## config.mk

```make
export PLATFORM = sky130hd
export DESIGN_NAME = reorder_buffer
export DESIGN_NICKNAME = d
export VERILOG_FILES = /design/src/verilog/rob_pkg.sv /design/src/verilog/rob_cdb_if.sv /design/src/verilog/rob_pointers.sv /design/src/verilog/rob_entry.sv /design/src/verilog/rob_retire.sv /design/src/verilog/reorder_buffer.sv
export VERILOG_INCLUDE_DIRS = /design/src /design/src/include
export SDC_FILE = /design/constraint.sdc
export NUM_CORES = 1
export LEC_CHECK = 0
export ABC_CLOCK_PERIOD_IN_PS = 10300
export BUFFER_PORTS_ARGS = -buffer_cell sky130_fd_sc_hd__buf_2
export CORE_UTILIZATION = 60
export CTS_CLUSTER_DIAMETER = 60
export DETAILED_ROUTE_END_ITERATION = 8
export PLACE_DENSITY = 0.9
export SLEW_MARGIN = 5
export SYNTH_ARGS = -nofsm -noshare
export SYNTH_HDL_FRONTEND = slang
export SYNTH_SLANG_ARGS = --single-unit
```

## constraint.sdc

```tcl
create_clock -name clk -period 10.3 [get_ports clk]
set_clock_uncertainty 0.15 [all_clocks]
set_input_delay 2.06 -clock clk [delete_from_list [all_inputs] [get_ports clk]]
set_output_delay 2.06 -clock clk [all_outputs]
set_load 0.005 [all_outputs]
```

## src/include/rob_settings.svh

```systemverilog
//////////////////////////////////////////////////////////////////////
// Re-order buffer build settings
// Sizes of the buffer, its data paths and the completion buses
//////////////////////////////////////////////////////////////////////

`ifndef ROB_SETTINGS_SVH
`define ROB_SETTINGS_SVH

// Number of buffer entries, must be a power of two
`define ROB_DEPTH 8

// Result word width
`define ROB_DATA_WIDTH 32

// Width of the pc and of the branch target address
`define ROB_ADDR_WIDTH 32

// Number of common data buses that write completions
`define ROB_CDB_DEPTH 2

// Architectural register index width
`define ROB_REG_IDX_WIDTH 5

`endif

```

## src/verilog/rob_pkg.sv

```systemverilog
//////////////////////////////////////////////////////////////////////
// Re-order buffer types
// Tag, pointer and payload types plus the per-entry state word
//////////////////////////////////////////////////////////////////////

`default_nettype none

`include "rob_settings.svh"

package rob_pkg;

    localparam int ROB_TAG_WIDTH = $clog2(`ROB_DEPTH);

    // Slot index handed to the renamer
    typedef logic [ROB_TAG_WIDTH-1:0] rob_tag_t;

    // Slot index with an extra wrap bit to tell full from empty
    typedef logic [ROB_TAG_WIDTH:0] rob_ptr_t;

    typedef logic [`ROB_DATA_WIDTH-1:0]    rob_data_t;
    typedef logic [`ROB_ADDR_WIDTH-1:0]    rob_addr_t;
    typedef logic [`ROB_REG_IDX_WIDTH-1:0] rob_rdest_t;

    typedef enum logic {
        ROB_OP_INT = 1'b0,
        ROB_OP_BR  = 1'b1
    } rob_op_t;

    // What one slot shows to the retire logic
    typedef struct packed {
        logic       ready;
        logic       redirect;
        rob_op_t    op;
        rob_addr_t  pc;
        rob_addr_t  addr;
        rob_data_t  data;
        rob_rdest_t rdest;
    } rob_entry_t;

endpackage

`default_nettype wire

```

## src/verilog/rob_cdb_if.sv

```systemverilog
//////////////////////////////////////////////////////////////////////
// Completion bus bundle
// One strobe, redirect flag, data, target and tag per common data bus
//////////////////////////////////////////////////////////////////////

`timescale 1ns/100ps
`default_nettype none

`include "rob_settings.svh"

interface rob_cdb_if import rob_pkg::*; ();

    logic      en       [0:`ROB_CDB_DEPTH-1];
    logic      redirect [0:`ROB_CDB_DEPTH-1];
    rob_data_t data     [0:`ROB_CDB_DEPTH-1];
    rob_addr_t addr     [0:`ROB_CDB_DEPTH-1];
    rob_tag_t  tag      [0:`ROB_CDB_DEPTH-1];

    // Execution side puts completions on the buses
    modport source (
        output en,
        output redirect,
        output data,
        output addr,
        output tag
    );

    // Buffer slots watch the buses for their own tag
    modport sink (
        input en,
        input redirect,
        input data,
        input addr,
        input tag
    );

endinterface

`default_nettype wire

```

## src/verilog/rob_pointers.sv

```systemverilog
//////////////////////////////////////////////////////////////////////
// Re-order buffer pointer control
// Head and tail pointers, full and empty flags, dispatch fill select
//////////////////////////////////////////////////////////////////////

`timescale 1ns/100ps
`default_nettype none

`include "rob_settings.svh"

module rob_pointers import rob_pkg::*; (
    input  logic                  clk,
    input  logic                  n_rst,
    input  logic                  i_rename_en,
    input  logic                  i_enq_en,
    input  logic                  i_retire_adv,
    input  logic                  i_flush,
    output rob_tag_t              o_rename_tag,
    output rob_tag_t              o_head_tag,
    output logic [`ROB_DEPTH-1:0] o_enq_sel,
    output logic                  o_empty,
    output logic                  o_full
);

    rob_ptr_t              head_q;
    rob_ptr_t              tail_q;
    rob_ptr_t              head_next;
    rob_ptr_t              tail_next;
    rob_tag_t              head_tag;
    rob_tag_t              tail_tag;
    logic                  rename_ok;
    logic                  empty_q;
    logic [`ROB_DEPTH-1:0] enq_sel_q;

    assign head_tag  = head_q[ROB_TAG_WIDTH-1:0];
    assign tail_tag  = tail_q[ROB_TAG_WIDTH-1:0];

    // A rename is only taken when there is room for it
    assign rename_ok = i_rename_en & ~o_full;

    assign tail_next = i_flush ? '0 : (rename_ok ? tail_q + 1'b1 : tail_q);
    assign head_next = i_flush ? '0 : (i_retire_adv ? head_q + 1'b1 : head_q);

    always_ff @(posedge clk) begin
        if (!n_rst) begin
            head_q <= '0;
            tail_q <= '0;
        end else begin
            head_q <= head_next;
            tail_q <= tail_next;
        end
    end

    // Full when the pointers differ only in the wrap bit
    always_ff @(posedge clk) begin
        if (!n_rst || i_flush) begin
            o_full  <= 1'b0;
            empty_q <= 1'b1;
        end else begin
            o_full  <= ({~tail_next[ROB_TAG_WIDTH], tail_next[ROB_TAG_WIDTH-1:0]} == head_next);
            empty_q <= (tail_next == head_next);
        end
    end

    // Remember which slot the last accepted rename reserved
    // The dispatcher fills it in the cycle that follows
    always_ff @(posedge clk) begin
        if (!n_rst || i_flush) begin
            enq_sel_q <= '0;
        end else if (rename_ok) begin
            enq_sel_q <= {{(`ROB_DEPTH-1){1'b0}}, 1'b1} << tail_tag;
        end else begin
            enq_sel_q <= '0;
        end
    end

    assign o_enq_sel    = enq_sel_q & {`ROB_DEPTH{i_enq_en}};
    assign o_rename_tag = tail_tag;
    assign o_head_tag   = head_tag;

    // A slot that is reserved but not yet filled still holds the state of
    // its previous occupant, so it must not look retirable at the head
    assign o_empty = empty_q | enq_sel_q[head_tag];

endmodule

`default_nettype wire

```

## src/verilog/rob_entry.sv

```systemverilog
//////////////////////////////////////////////////////////////////////
// Re-order buffer slot
// Holds one instruction and captures completions for its own tag
//////////////////////////////////////////////////////////////////////

`timescale 1ns/100ps
`default_nettype none

`include "rob_settings.svh"

module rob_entry import rob_pkg::*; #(
    parameter int ENTRY_IDX = 0
) (
    input  logic       clk,
    input  logic       n_rst,
    input  logic       i_enq_wr,
    input  rob_op_t    i_enq_op,
    input  rob_addr_t  i_enq_pc,
    input  rob_rdest_t i_enq_rdest,
    input  logic       i_flush,
    rob_cdb_if.sink    cdb,
    output rob_entry_t o_state
);

    logic                     ready_q;
    logic                     redirect_q;
    rob_op_t                  op_q;
    rob_addr_t                pc_q;
    rob_addr_t                addr_q;
    rob_data_t                data_q;
    rob_rdest_t               rdest_q;
    logic                     ready_nxt;
    logic                     redirect_nxt;
    rob_addr_t                addr_nxt;
    rob_data_t                data_nxt;
    logic [`ROB_CDB_DEPTH-1:0] hit;

    always_comb begin
        for (int b = 0; b < `ROB_CDB_DEPTH; b++) begin
            hit[b] = cdb.en[b] & (cdb.tag[b] == rob_tag_t'(ENTRY_IDX));
        end
    end

    // Later buses override earlier ones when they name the same tag
    always_comb begin
        ready_nxt    = ready_q;
        redirect_nxt = redirect_q;
        addr_nxt     = addr_q;
        data_nxt     = data_q;
        for (int b = 0; b < `ROB_CDB_DEPTH; b++) begin
            if (hit[b]) begin
                ready_nxt    = 1'b1;
                redirect_nxt = cdb.redirect[b];
                addr_nxt     = cdb.addr[b];
                data_nxt     = cdb.data[b];
            end
        end
    end

    always_ff @(posedge clk) begin
        data_q <= data_nxt;
        addr_q <= addr_nxt;
        if (i_enq_wr) begin
            op_q    <= i_enq_op;
            pc_q    <= i_enq_pc;
            rdest_q <= i_enq_rdest;
        end
    end

    // A new fill starts the slot over as not yet completed
    always_ff @(posedge clk) begin
        if (!n_rst || i_flush || i_enq_wr) begin
            ready_q    <= 1'b0;
            redirect_q <= 1'b0;
        end else begin
            ready_q    <= ready_nxt;
            redirect_q <= redirect_nxt;
        end
    end

    assign o_state = '{
        ready:    ready_q,
        redirect: redirect_q,
        op:       op_q,
        pc:       pc_q,
        addr:     addr_q,
        data:     data_q,
        rdest:    rdest_q
    };

endmodule

`default_nettype wire

```

## src/verilog/rob_retire.sv

```systemverilog
//////////////////////////////////////////////////////////////////////
// Re-order buffer retirement
// Drains the head slot in program order and raises redirects
//////////////////////////////////////////////////////////////////////

`timescale 1ns/100ps
`default_nettype none

`include "rob_settings.svh"

module rob_retire import rob_pkg::*; (
    input  logic       clk,
    input  logic       n_rst,
    input  rob_entry_t i_entries [0:`ROB_DEPTH-1],
    input  rob_tag_t   i_head_tag,
    input  logic       i_empty,
    output logic       o_retire_adv,
    output logic       o_flush,
    output logic       o_retire_en,
    output rob_data_t  o_retire_data,
    output rob_rdest_t o_retire_rdest,
    output rob_tag_t   o_retire_tag,
    output rob_addr_t  o_redirect_addr
);

    rob_entry_t head;

    assign head = i_entries[i_head_tag];

    // Nothing retires in the flush cycle, the whole buffer is dropped then
    assign o_retire_adv = head.ready & ~i_empty & ~o_flush;

    always_ff @(posedge clk) begin
        if (!n_rst) begin
            o_retire_en <= 1'b0;
            o_flush     <= 1'b0;
        end else begin
            o_retire_en <= o_retire_adv;
            o_flush     <= o_retire_adv & head.redirect;
        end
    end

    // Branches jump to their target, anything else restarts at its own pc
    always_ff @(posedge clk) begin
        o_retire_data   <= head.data;
        o_retire_rdest  <= head.rdest;
        o_retire_tag    <= i_head_tag;
        o_redirect_addr <= (head.op == ROB_OP_BR) ? head.addr : head.pc;
    end

endmodule

`default_nettype wire

```

## src/verilog/reorder_buffer.sv

```systemverilog
//////////////////////////////////////////////////////////////////////
// Re-order buffer top level
// Reserves slots at rename, fills them at dispatch, collects
// completions and retires results to the register map in order
//////////////////////////////////////////////////////////////////////

`timescale 1ns/100ps
`default_nettype none

`include "rob_settings.svh"

module reorder_buffer import rob_pkg::*; (
    input  logic       clk,
    input  logic       n_rst,

    // Rename reserves the tail slot and gets its tag back
    input  logic       i_rename_en,
    output rob_tag_t   o_rename_tag,

    // Dispatch fills the reserved slot one cycle later
    input  logic       i_enq_en,
    input  rob_op_t    i_enq_op,
    input  rob_addr_t  i_enq_pc,
    input  rob_rdest_t i_enq_rdest,

    // Common data buses
    input  logic       i_cdb_en       [0:`ROB_CDB_DEPTH-1],
    input  logic       i_cdb_redirect [0:`ROB_CDB_DEPTH-1],
    input  rob_data_t  i_cdb_data     [0:`ROB_CDB_DEPTH-1],
    input  rob_addr_t  i_cdb_addr     [0:`ROB_CDB_DEPTH-1],
    input  rob_tag_t   i_cdb_tag      [0:`ROB_CDB_DEPTH-1],

    // Register map update
    output logic       o_retire_en,
    output rob_data_t  o_retire_data,
    output rob_rdest_t o_retire_rdest,
    output rob_tag_t   o_retire_tag,

    // Fetch redirect
    output logic       o_redirect,
    output rob_addr_t  o_redirect_addr,

    output logic       o_rob_stall
);

    logic                  retire_adv;
    logic                  empty;
    rob_tag_t              head_tag;
    logic [`ROB_DEPTH-1:0] enq_sel;
    rob_entry_t            entry_state [0:`ROB_DEPTH-1];

    rob_cdb_if cdb ();

    assign cdb.en       = i_cdb_en;
    assign cdb.redirect = i_cdb_redirect;
    assign cdb.data     = i_cdb_data;
    assign cdb.addr     = i_cdb_addr;
    assign cdb.tag      = i_cdb_tag;

    rob_pointers ptrs0 (
        .clk          (clk),
        .n_rst        (n_rst),
        .i_rename_en  (i_rename_en),
        .i_enq_en     (i_enq_en),
        .i_retire_adv (retire_adv),
        .i_flush      (o_redirect),
        .o_rename_tag (o_rename_tag),
        .o_head_tag   (head_tag),
        .o_enq_sel    (enq_sel),
        .o_empty      (empty),
        .o_full       (o_rob_stall)
    );

    for (genvar i = 0; i < `ROB_DEPTH; i++) begin : g_entry
        rob_entry #(
            .ENTRY_IDX (i)
        ) entry0 (
            .clk         (clk),
            .n_rst       (n_rst),
            .i_enq_wr    (enq_sel[i]),
            .i_enq_op    (i_enq_op),
            .i_enq_pc    (i_enq_pc),
            .i_enq_rdest (i_enq_rdest),
            .i_flush     (o_redirect),
            .cdb         (cdb),
            .o_state     (entry_state[i])
        );
    end

    rob_retire retire0 (
        .clk             (clk),
        .n_rst           (n_rst),
        .i_entries       (entry_state),
        .i_head_tag      (head_tag),
        .i_empty         (empty),
        .o_retire_adv    (retire_adv),
        .o_flush         (o_redirect),
        .o_retire_en     (o_retire_en),
        .o_retire_data   (o_retire_data),
        .o_retire_rdest  (o_retire_rdest),
        .o_retire_tag    (o_retire_tag),
        .o_redirect_addr (o_redirect_addr)
    );

endmodule

`default_nettype wire

```

==> results.yml, run 1 <==
setup_path:
  critPathLaunchType: "primary input"
  worstPathCellList: "buf_2 -> nand2b_1 -> nor3b_2 -> buf_4 -> or2_4 -> buf_4 -> nor2_1 -> a2111oi_0"
  slowest_delay_ns: 0.90
  cp_common_cell: "buf_4"
  end_kind: "register"
  critPathSlowestCell: "buf_4"
  critPathArrivalTime_ns: 5.18
  worstRegToRegCells: 5
  critPathRequiredTime_ns: 10.66
  criticalPathCategory: "in2reg"
  cp_max_fo: 66
synth:
  synthDistinctLibCells: 39
  yosys_warnings: 0
  avgSynthCellArea_um2: 19.4
  syn_inst: 2055
  syn-num-nets: 2240
  ys_seq_area_share_pct: 67.0
  ys_ff_latch: 924
  syn-cell-area_mm2: 0.0398
min_path:
  hold_depth: 2
  hp-class: "reg2reg"
layout:
  final_cell_mix: "816 x edfxtp_1, 512 x mux2_2, 257 x buf_2, 238 x mux4_2, 115 x nand2_1"
  final_core_util_pct: 68.3
  syn2layout_area_growth_pct: 12.8
  final_area_mm2: 0.0449
  layout_commonest_cell: "edfxtp_1"
  drive_gt1_share_pct: 50.2
  fin_nets: 2502
global_route:
  grt_pass1_vias: 22300
  antenna_found_initial: 23
  grt_overflow: 0
  grt.total_usage_pct: 29.3
  grt_max_degree: 123
  grt_pass1_wl_um: 144000
clock_network:
  cts_root_buffer: "clkbuf_16"
  cts_tree: "built"
  cts_buffers: 91
  clock-sinks: 924
  cts_max_level: 3
  hold_buffers: 0
  cts.repair.resized: 0
  clk_pin_slew_ns: 0.06
  insertion_delay_ns: 0.65
  cts_max_path_buffers: 3
  post_cts_buffers: 0
timing:
  worst_pin_slew_ns: 1.23
  setup_viol: 0
  slew_viol_final: 0
  rsz0062_at_grt: "false"
  period_share_pct: 46.8
  fin_crit_ns: 4.82
  worst_slack_ns: 5.48
  setup_tns_ns: 0
  hold_viol: 0
  slew_headroom_pct: 17.7
  fmax_ghz: 0.207
placement:
  place_area_mm2: 0.0420
  post-place-ws_ns: 4.78
  numPortBuffers: 257
  finalWeightedCongestion: 0.778
  hpwl_um: 54900
routing:
  ant_nets: 0
  drcViolationCount: 0
  vias: 21600
  post_drt_wl_per_cell_um: 29.8
  vias_per_cell: 6.60
  first_iter_violations: 2434
  dr.pass1.iters: 5
  drt-total-wl_um: 97500
floorplan:
  die_h_um: 260
  coreArea_mm2: 0.0657
  initial_core_util_pct: 60.5
  std_cell_rows: 94
  ioPinCount: 258
  dieArea_mm2: 0.0674
  die_width_um: 260
outcome:
  status: "finished clean"
power:
  power_density_mw_per_mm2: 180
  leakagePower_nw: 14.9
  irDropWorstVdd_mv: 0.150
flow_run:
  drv_cap: 0
## layout make-up
type,count,area (um2)
clock buffers,139,2590
multi-input cells,997,12600
inverters,7,26.3
diodes,15,37.5
clock inverters,32,322
fillers,3923,20800
flip-flops and latches,924,26700
well taps,864,1080
repair buffers,296,1590
## metal layers
metal,track usage (%),share of wire [%],vias to the layer above
met3,6.02,9.5,225
met5,0,0.15,-
met2,49.0,51,1297
met4,10.7,3.2,22
li1,-,-,8905
met1,38.2,36,11200
## metrics by stage
step                      hold WS [ns]  total power, mW  instances
after global placement           0.327             4.88       3088
after global routing             0.371             8.30       3266
after detailed placement         0.333             4.92       3088
final                            0.347             8.09       3274
after floorplan                  0.176             4.69       2055
after CTS                        0.346             8.13       3259
## power breakdown
group | internal, mW | total, mW | leakage (nW) | switching, mW
Sequential | 4.26 | 4.31 | 8.34 | 0.0520
Clock | 1.86 | 3.24 | 1.42 | 1.38
Combinational | 0.254 | 0.544 | 5.13 | 0.290
## flip-flops by register name, indices dropped and copies added (netlist names), 4 cells and up
register	count
g_entry.entry0.addr_q	256
g_entry.entry0.data_q	256
g_entry.entry0.pc_q	256
g_entry.entry0.rdest_q	40
retire0.o_redirect_addr	32
retire0.o_retire_data	32
g_entry.entry0.op_q	8
g_entry.entry0.ready_q	8
g_entry.entry0.redirect_q	8
ptrs0.enq_sel_q	8
retire0.o_retire_rdest	5
ptrs0.head_q	4
ptrs0.tail_q	4
## synth_stat cells
| library cell | n | area share, % |
|---|---|---|
| a2111oi_0 | 8 | 0.18 |
| a21oi_2 | 2 | 0.044 |
| and2_1 | 17 | 0.27 |
| buf_1 | 6 | 0.057 |
| buf_2 | 52 | 0.65 |
| buf_4 | 7 | 0.13 |
| buf_6 | 9 | 0.25 |
| clkbuf_1 | 53 | 0.50 |
| clkinv_1 | 1 | 0.0094 |
| dfxtp_1 | 108 | 5.4 |
| edfxtp_1 | 816 | 62 |
| ha_1 | 5 | 0.16 |
| inv_1 | 6 | 0.057 |
| mux2_2 | 512 | 14 |
| mux2i_1 | 13 | 0.33 |
| mux4_2 | 238 | 13 |
| nand2_1 | 115 | 1.1 |
| nand2b_1 | 6 | 0.094 |
| nand3_1 | 1 | 0.013 |
| nand3b_1 | 2 | 0.038 |
| nand4_1 | 1 | 0.016 |
| nand4b_1 | 4 | 0.088 |
| nand4bb_1 | 2 | 0.057 |
| nor2_1 | 25 | 0.24 |
| nor2b_1 | 1 | 0.016 |
| nor3_1 | 15 | 0.19 |
| nor3b_1 | 2 | 0.038 |
| nor4_1 | 3 | 0.047 |
| nor4b_1 | 1 | 0.022 |
| o211ai_1 | 1 | 0.019 |
| o21ai_0 | 5 | 0.063 |
| o21bai_1 | 2 | 0.038 |
| o221ai_2 | 1 | 0.038 |
| o311ai_1 | 1 | 0.022 |
| o41ai_2 | 1 | 0.041 |
| or2_2 | 2 | 0.031 |
| or3b_1 | 2 | 0.044 |
| xnor2_1 | 5 | 0.11 |
| xor2_1 | 4 | 0.088 |
## worst max-delay path, delay by kind of cell
family	cells	cell delay (ns)
buf+inv	3	1.75
simple gates	4	0.98
compound gates	1	0.36
## final timing paths
check | startpoint | end | slack, ns
worst min-delay path | g_entry[1].entry0.ready_q | g_entry[1].entry0.ready_q | 0.35
worst min register to register | g_entry[1].entry0.ready_q | g_entry[1].entry0.ready_q | 0.35
worst max-delay path | i_cdb_tag[1] | g_entry[4].entry0.redirect_q | 5.48
worst max register to register | ptrs0.head_q[0] | retire0.o_redirect_addr[8] | 5.78
## cells by family (layout without fill, tap and decap cells)
group	after synthesis	count (layout)	synth area share (%)
AO/OA/AOI/OAI	21	21	0.440
XOR/XNOR	9	9	0.198
adder cells (fa/ha/maj)	5	5	0.157
buffers and inverters	134	474	1.66
flip-flops	924	924	67.0
multiplexers	763	763	28.3
other	0	15	0
AND/OR/NAND/NOR	199	199	2.28
Note: power is estimated with default switching activity, not from simulation.
==> run 2, diff against run 1 <==
--- a/config.mk
+++ b/config.mk
@@ -6,7 +6,7 @@
 export SDC_FILE = /design/constraint.sdc
 export NUM_CORES = 1
 export LEC_CHECK = 0
-export ABC_CLOCK_PERIOD_IN_PS = 10300
+export ABC_CLOCK_PERIOD_IN_PS = 5000
 export BUFFER_PORTS_ARGS = -buffer_cell sky130_fd_sc_hd__buf_2
 export CORE_UTILIZATION = 60
 export CTS_CLUSTER_DIAMETER = 60
==> constraint.sdc (replaced) <==
create_clock -name clk -period 5 [get_ports clk]
set_clock_uncertainty 0.15 [all_clocks]
set_input_delay 1 -clock clk [delete_from_list [all_inputs] [get_ports clk]]
set_output_delay 1 -clock clk [all_outputs]
set_load 0.005 [all_outputs]
==> run 2 against run 1 <==
Net effect:
- total power is 120% higher
- sequential share of layout area down 0.69 points
- critical path depth shrank 5
- flip-flop and latch count unchanged
- clock power increased by 130%
- non-clock buffer count is 2 higher
==> results.yml, run 2 (synthesized netlist as in run 1, its figures left out) <==
timing:
  slew_headroom_pct: 2.76
  rsz0062_at_grt: "false"
  worst_slack_ns: 1.83
  hold_viol: 0
  worst_pin_slew_ns: 1.46
  setup_tns_ns: 0
  fin_crit_ns: 3.17
  fmax_ghz: 0.315
  setup_viol: 0
  slew_viol_final: 0
  period_share_pct: 63.4
  whs_ns: 0.361
setup_path:
  worstRegToRegCells: 3
  cp_common_cell: "mux4_2"
  end_kind: "register"
  r2r-end: "retire0.o_redirect_addr[17]"
  worstPathCellList: "buf_12 -> mux4_2 -> mux4_2"
  critPathArrivalTime_ns: 3.54
  slowest_delay_ns: 0.71
  cp_max_fo: 183
  critPathRequiredTime_ns: 5.37
  criticalPathCategory: "reg2reg"
  critPathLaunchType: "register"
  r2r_start: "ptrs0.head_q[1]"
  critPathSlowestCell: "dfxtp_4"
  ff2ff_setup_slack_ns: 1.83
routing:
  dr.pass1.iters: 6
  post_drt_wl_per_cell_um: 30.6
  drcViolationCount: 0
  drt-total-wl_um: 101000
  first_iter_violations: 2553
  vias_per_cell: 6.68
  vias: 22000
  ant_nets: 0
clock_network:
  cts_root_buffer: "clkbuf_16"
  cts.repair.resized: 0
  cts_buffers: 95
  clock-sinks: 924
  clk_pin_slew_ns: 0.06
  cts_max_path_buffers: 3
  post_cts_buffers: 0
  insertion_delay_ns: 0.66
  cts_max_level: 3
  cts_tree: "built"
  hold_buffers: 0
power:
  irDropWorstVdd_mv: 0.376
  switching_share_pct: 21.5
  netSwitchingPower_mw: 3.78
  power.total_mw: 17.5
  seqPwrFrac_pct: 50.6
  comb_power_share_pct: 6.5
  leakagePower_nw: 15.1
  power_density_mw_per_mm2: 386
  clkPwrFrac_pct: 42.9
  intPower_mw: 13.8
layout:
  seq_area_mm2: 0.0267
  final_cell_mix: "816 x edfxtp_1, 512 x mux2_2, 257 x buf_2, 238 x mux4_2, 115 x nand2_1"
  final_cells: 3293
  top_regs: "g_entry.entry0.addr_q: 256 flops, g_entry.entry0.data_q: 256 flops, g_entry.entry0.pc_q: 256 flops"
  syn2layout_area_growth_pct: 14.2
  layout_commonest_cell: "edfxtp_1"
  num-fill-cells: 3760
  drive_gt1_share_pct: 51.0
  fin_nets: 2508
  final_area_mm2: 0.0454
  multiInputGateArea_mm2: 0.0126
  final_core_util_pct: 69.1
floorplan:
  die_width_um: 260
  coreArea_mm2: 0.0657
  ioPinCount: 258
  initial_core_util_pct: 60.5
  dieArea_mm2: 0.0674
  std_cell_rows: 94
  die_h_um: 260
placement:
  finalWeightedCongestion: 0.777
  placedCellCount: 3090
  hpwl_um: 56100
  place_area_mm2: 0.0420
  numPortBuffers: 257
  post-place-ws_ns: 1.50
min_path:
  worstHoldStart: "g_entry[2].entry0.redirect_q"
  hp-class: "reg2reg"
  min_to: "g_entry[2].entry0.redirect_q"
  hold_depth: 2
global_route:
  grt_pass1_wl_um: 148000
  grt.total_usage_pct: 30.3
  grt_max_degree: 184
  grt_overflow: 0
  antenna_found_initial: 32
  grt_pass1_vias: 22900
outcome:
  status: "finished clean"
flow_run:
  drv_cap: 0
## run 2: worst max-delay path by stage
stage	from	to	slack [ns]	depth (start not counted)
4_1_cts	ptrs0.head_q[2]	ptrs0.o_full	1.82	7
2_1_floorplan	i_cdb_tag[4]	g_entry[5].entry0.redirect_q	-1.90	3
5_1_grt	ptrs0.head_q[2]	ptrs0.o_full	1.58	7
3_5_place_dp	i_cdb_tag[1]	g_entry[0].entry0.addr_q[28]	1.50	6
3_3_place_gp	i_cdb_tag[1]	g_entry[0].entry0.addr_q[20]	1.55	6
6_report	ptrs0.head_q[1]	retire0.o_redirect_addr[17]	1.83	3
## run 2: layout make-up
type                       count  share of cell area [%]
clock inverter                49                    1.48
inverter                       7                  0.0578
timing repair buffer         298                    3.65
multi-input combinational    997                    27.7
antenna                       23                   0.127
clock buffer                 131                    5.89
tap                          864                    2.38
sequential                   924                    58.7
## run 2: worst max-delay path: cells and delay by family (launching register included)
family / cells / cell delay (ns)
buf+inv: 1 / 0.71
flops: 1 / 0.71
mux: 2 / 0.99
## run 2: power by group through the flow
stage	logic [mW]	clock network [mW]	registers (mW)
6_report	1.14	7.52	8.88
5_1_grt	1.20	7.84	8.90
4_1_cts	1.13	7.57	8.88
3_5_place_dp	1.11	0	9.04
3_3_place_gp	1.05	0	9.01
2_1_floorplan	0.656	0	9.01
## run 2: routing by layer
layer | GRT usage (%) | part of all wire, % | wire (um)
met1 | 38.4 | 36 | 35800
met2 | 50.5 | 51 | 51600
met3 | 6.74 | 9.9 | 9960
met4 | 12.9 | 3.2 | 3240
met5 | 0 | 0.13 | 126
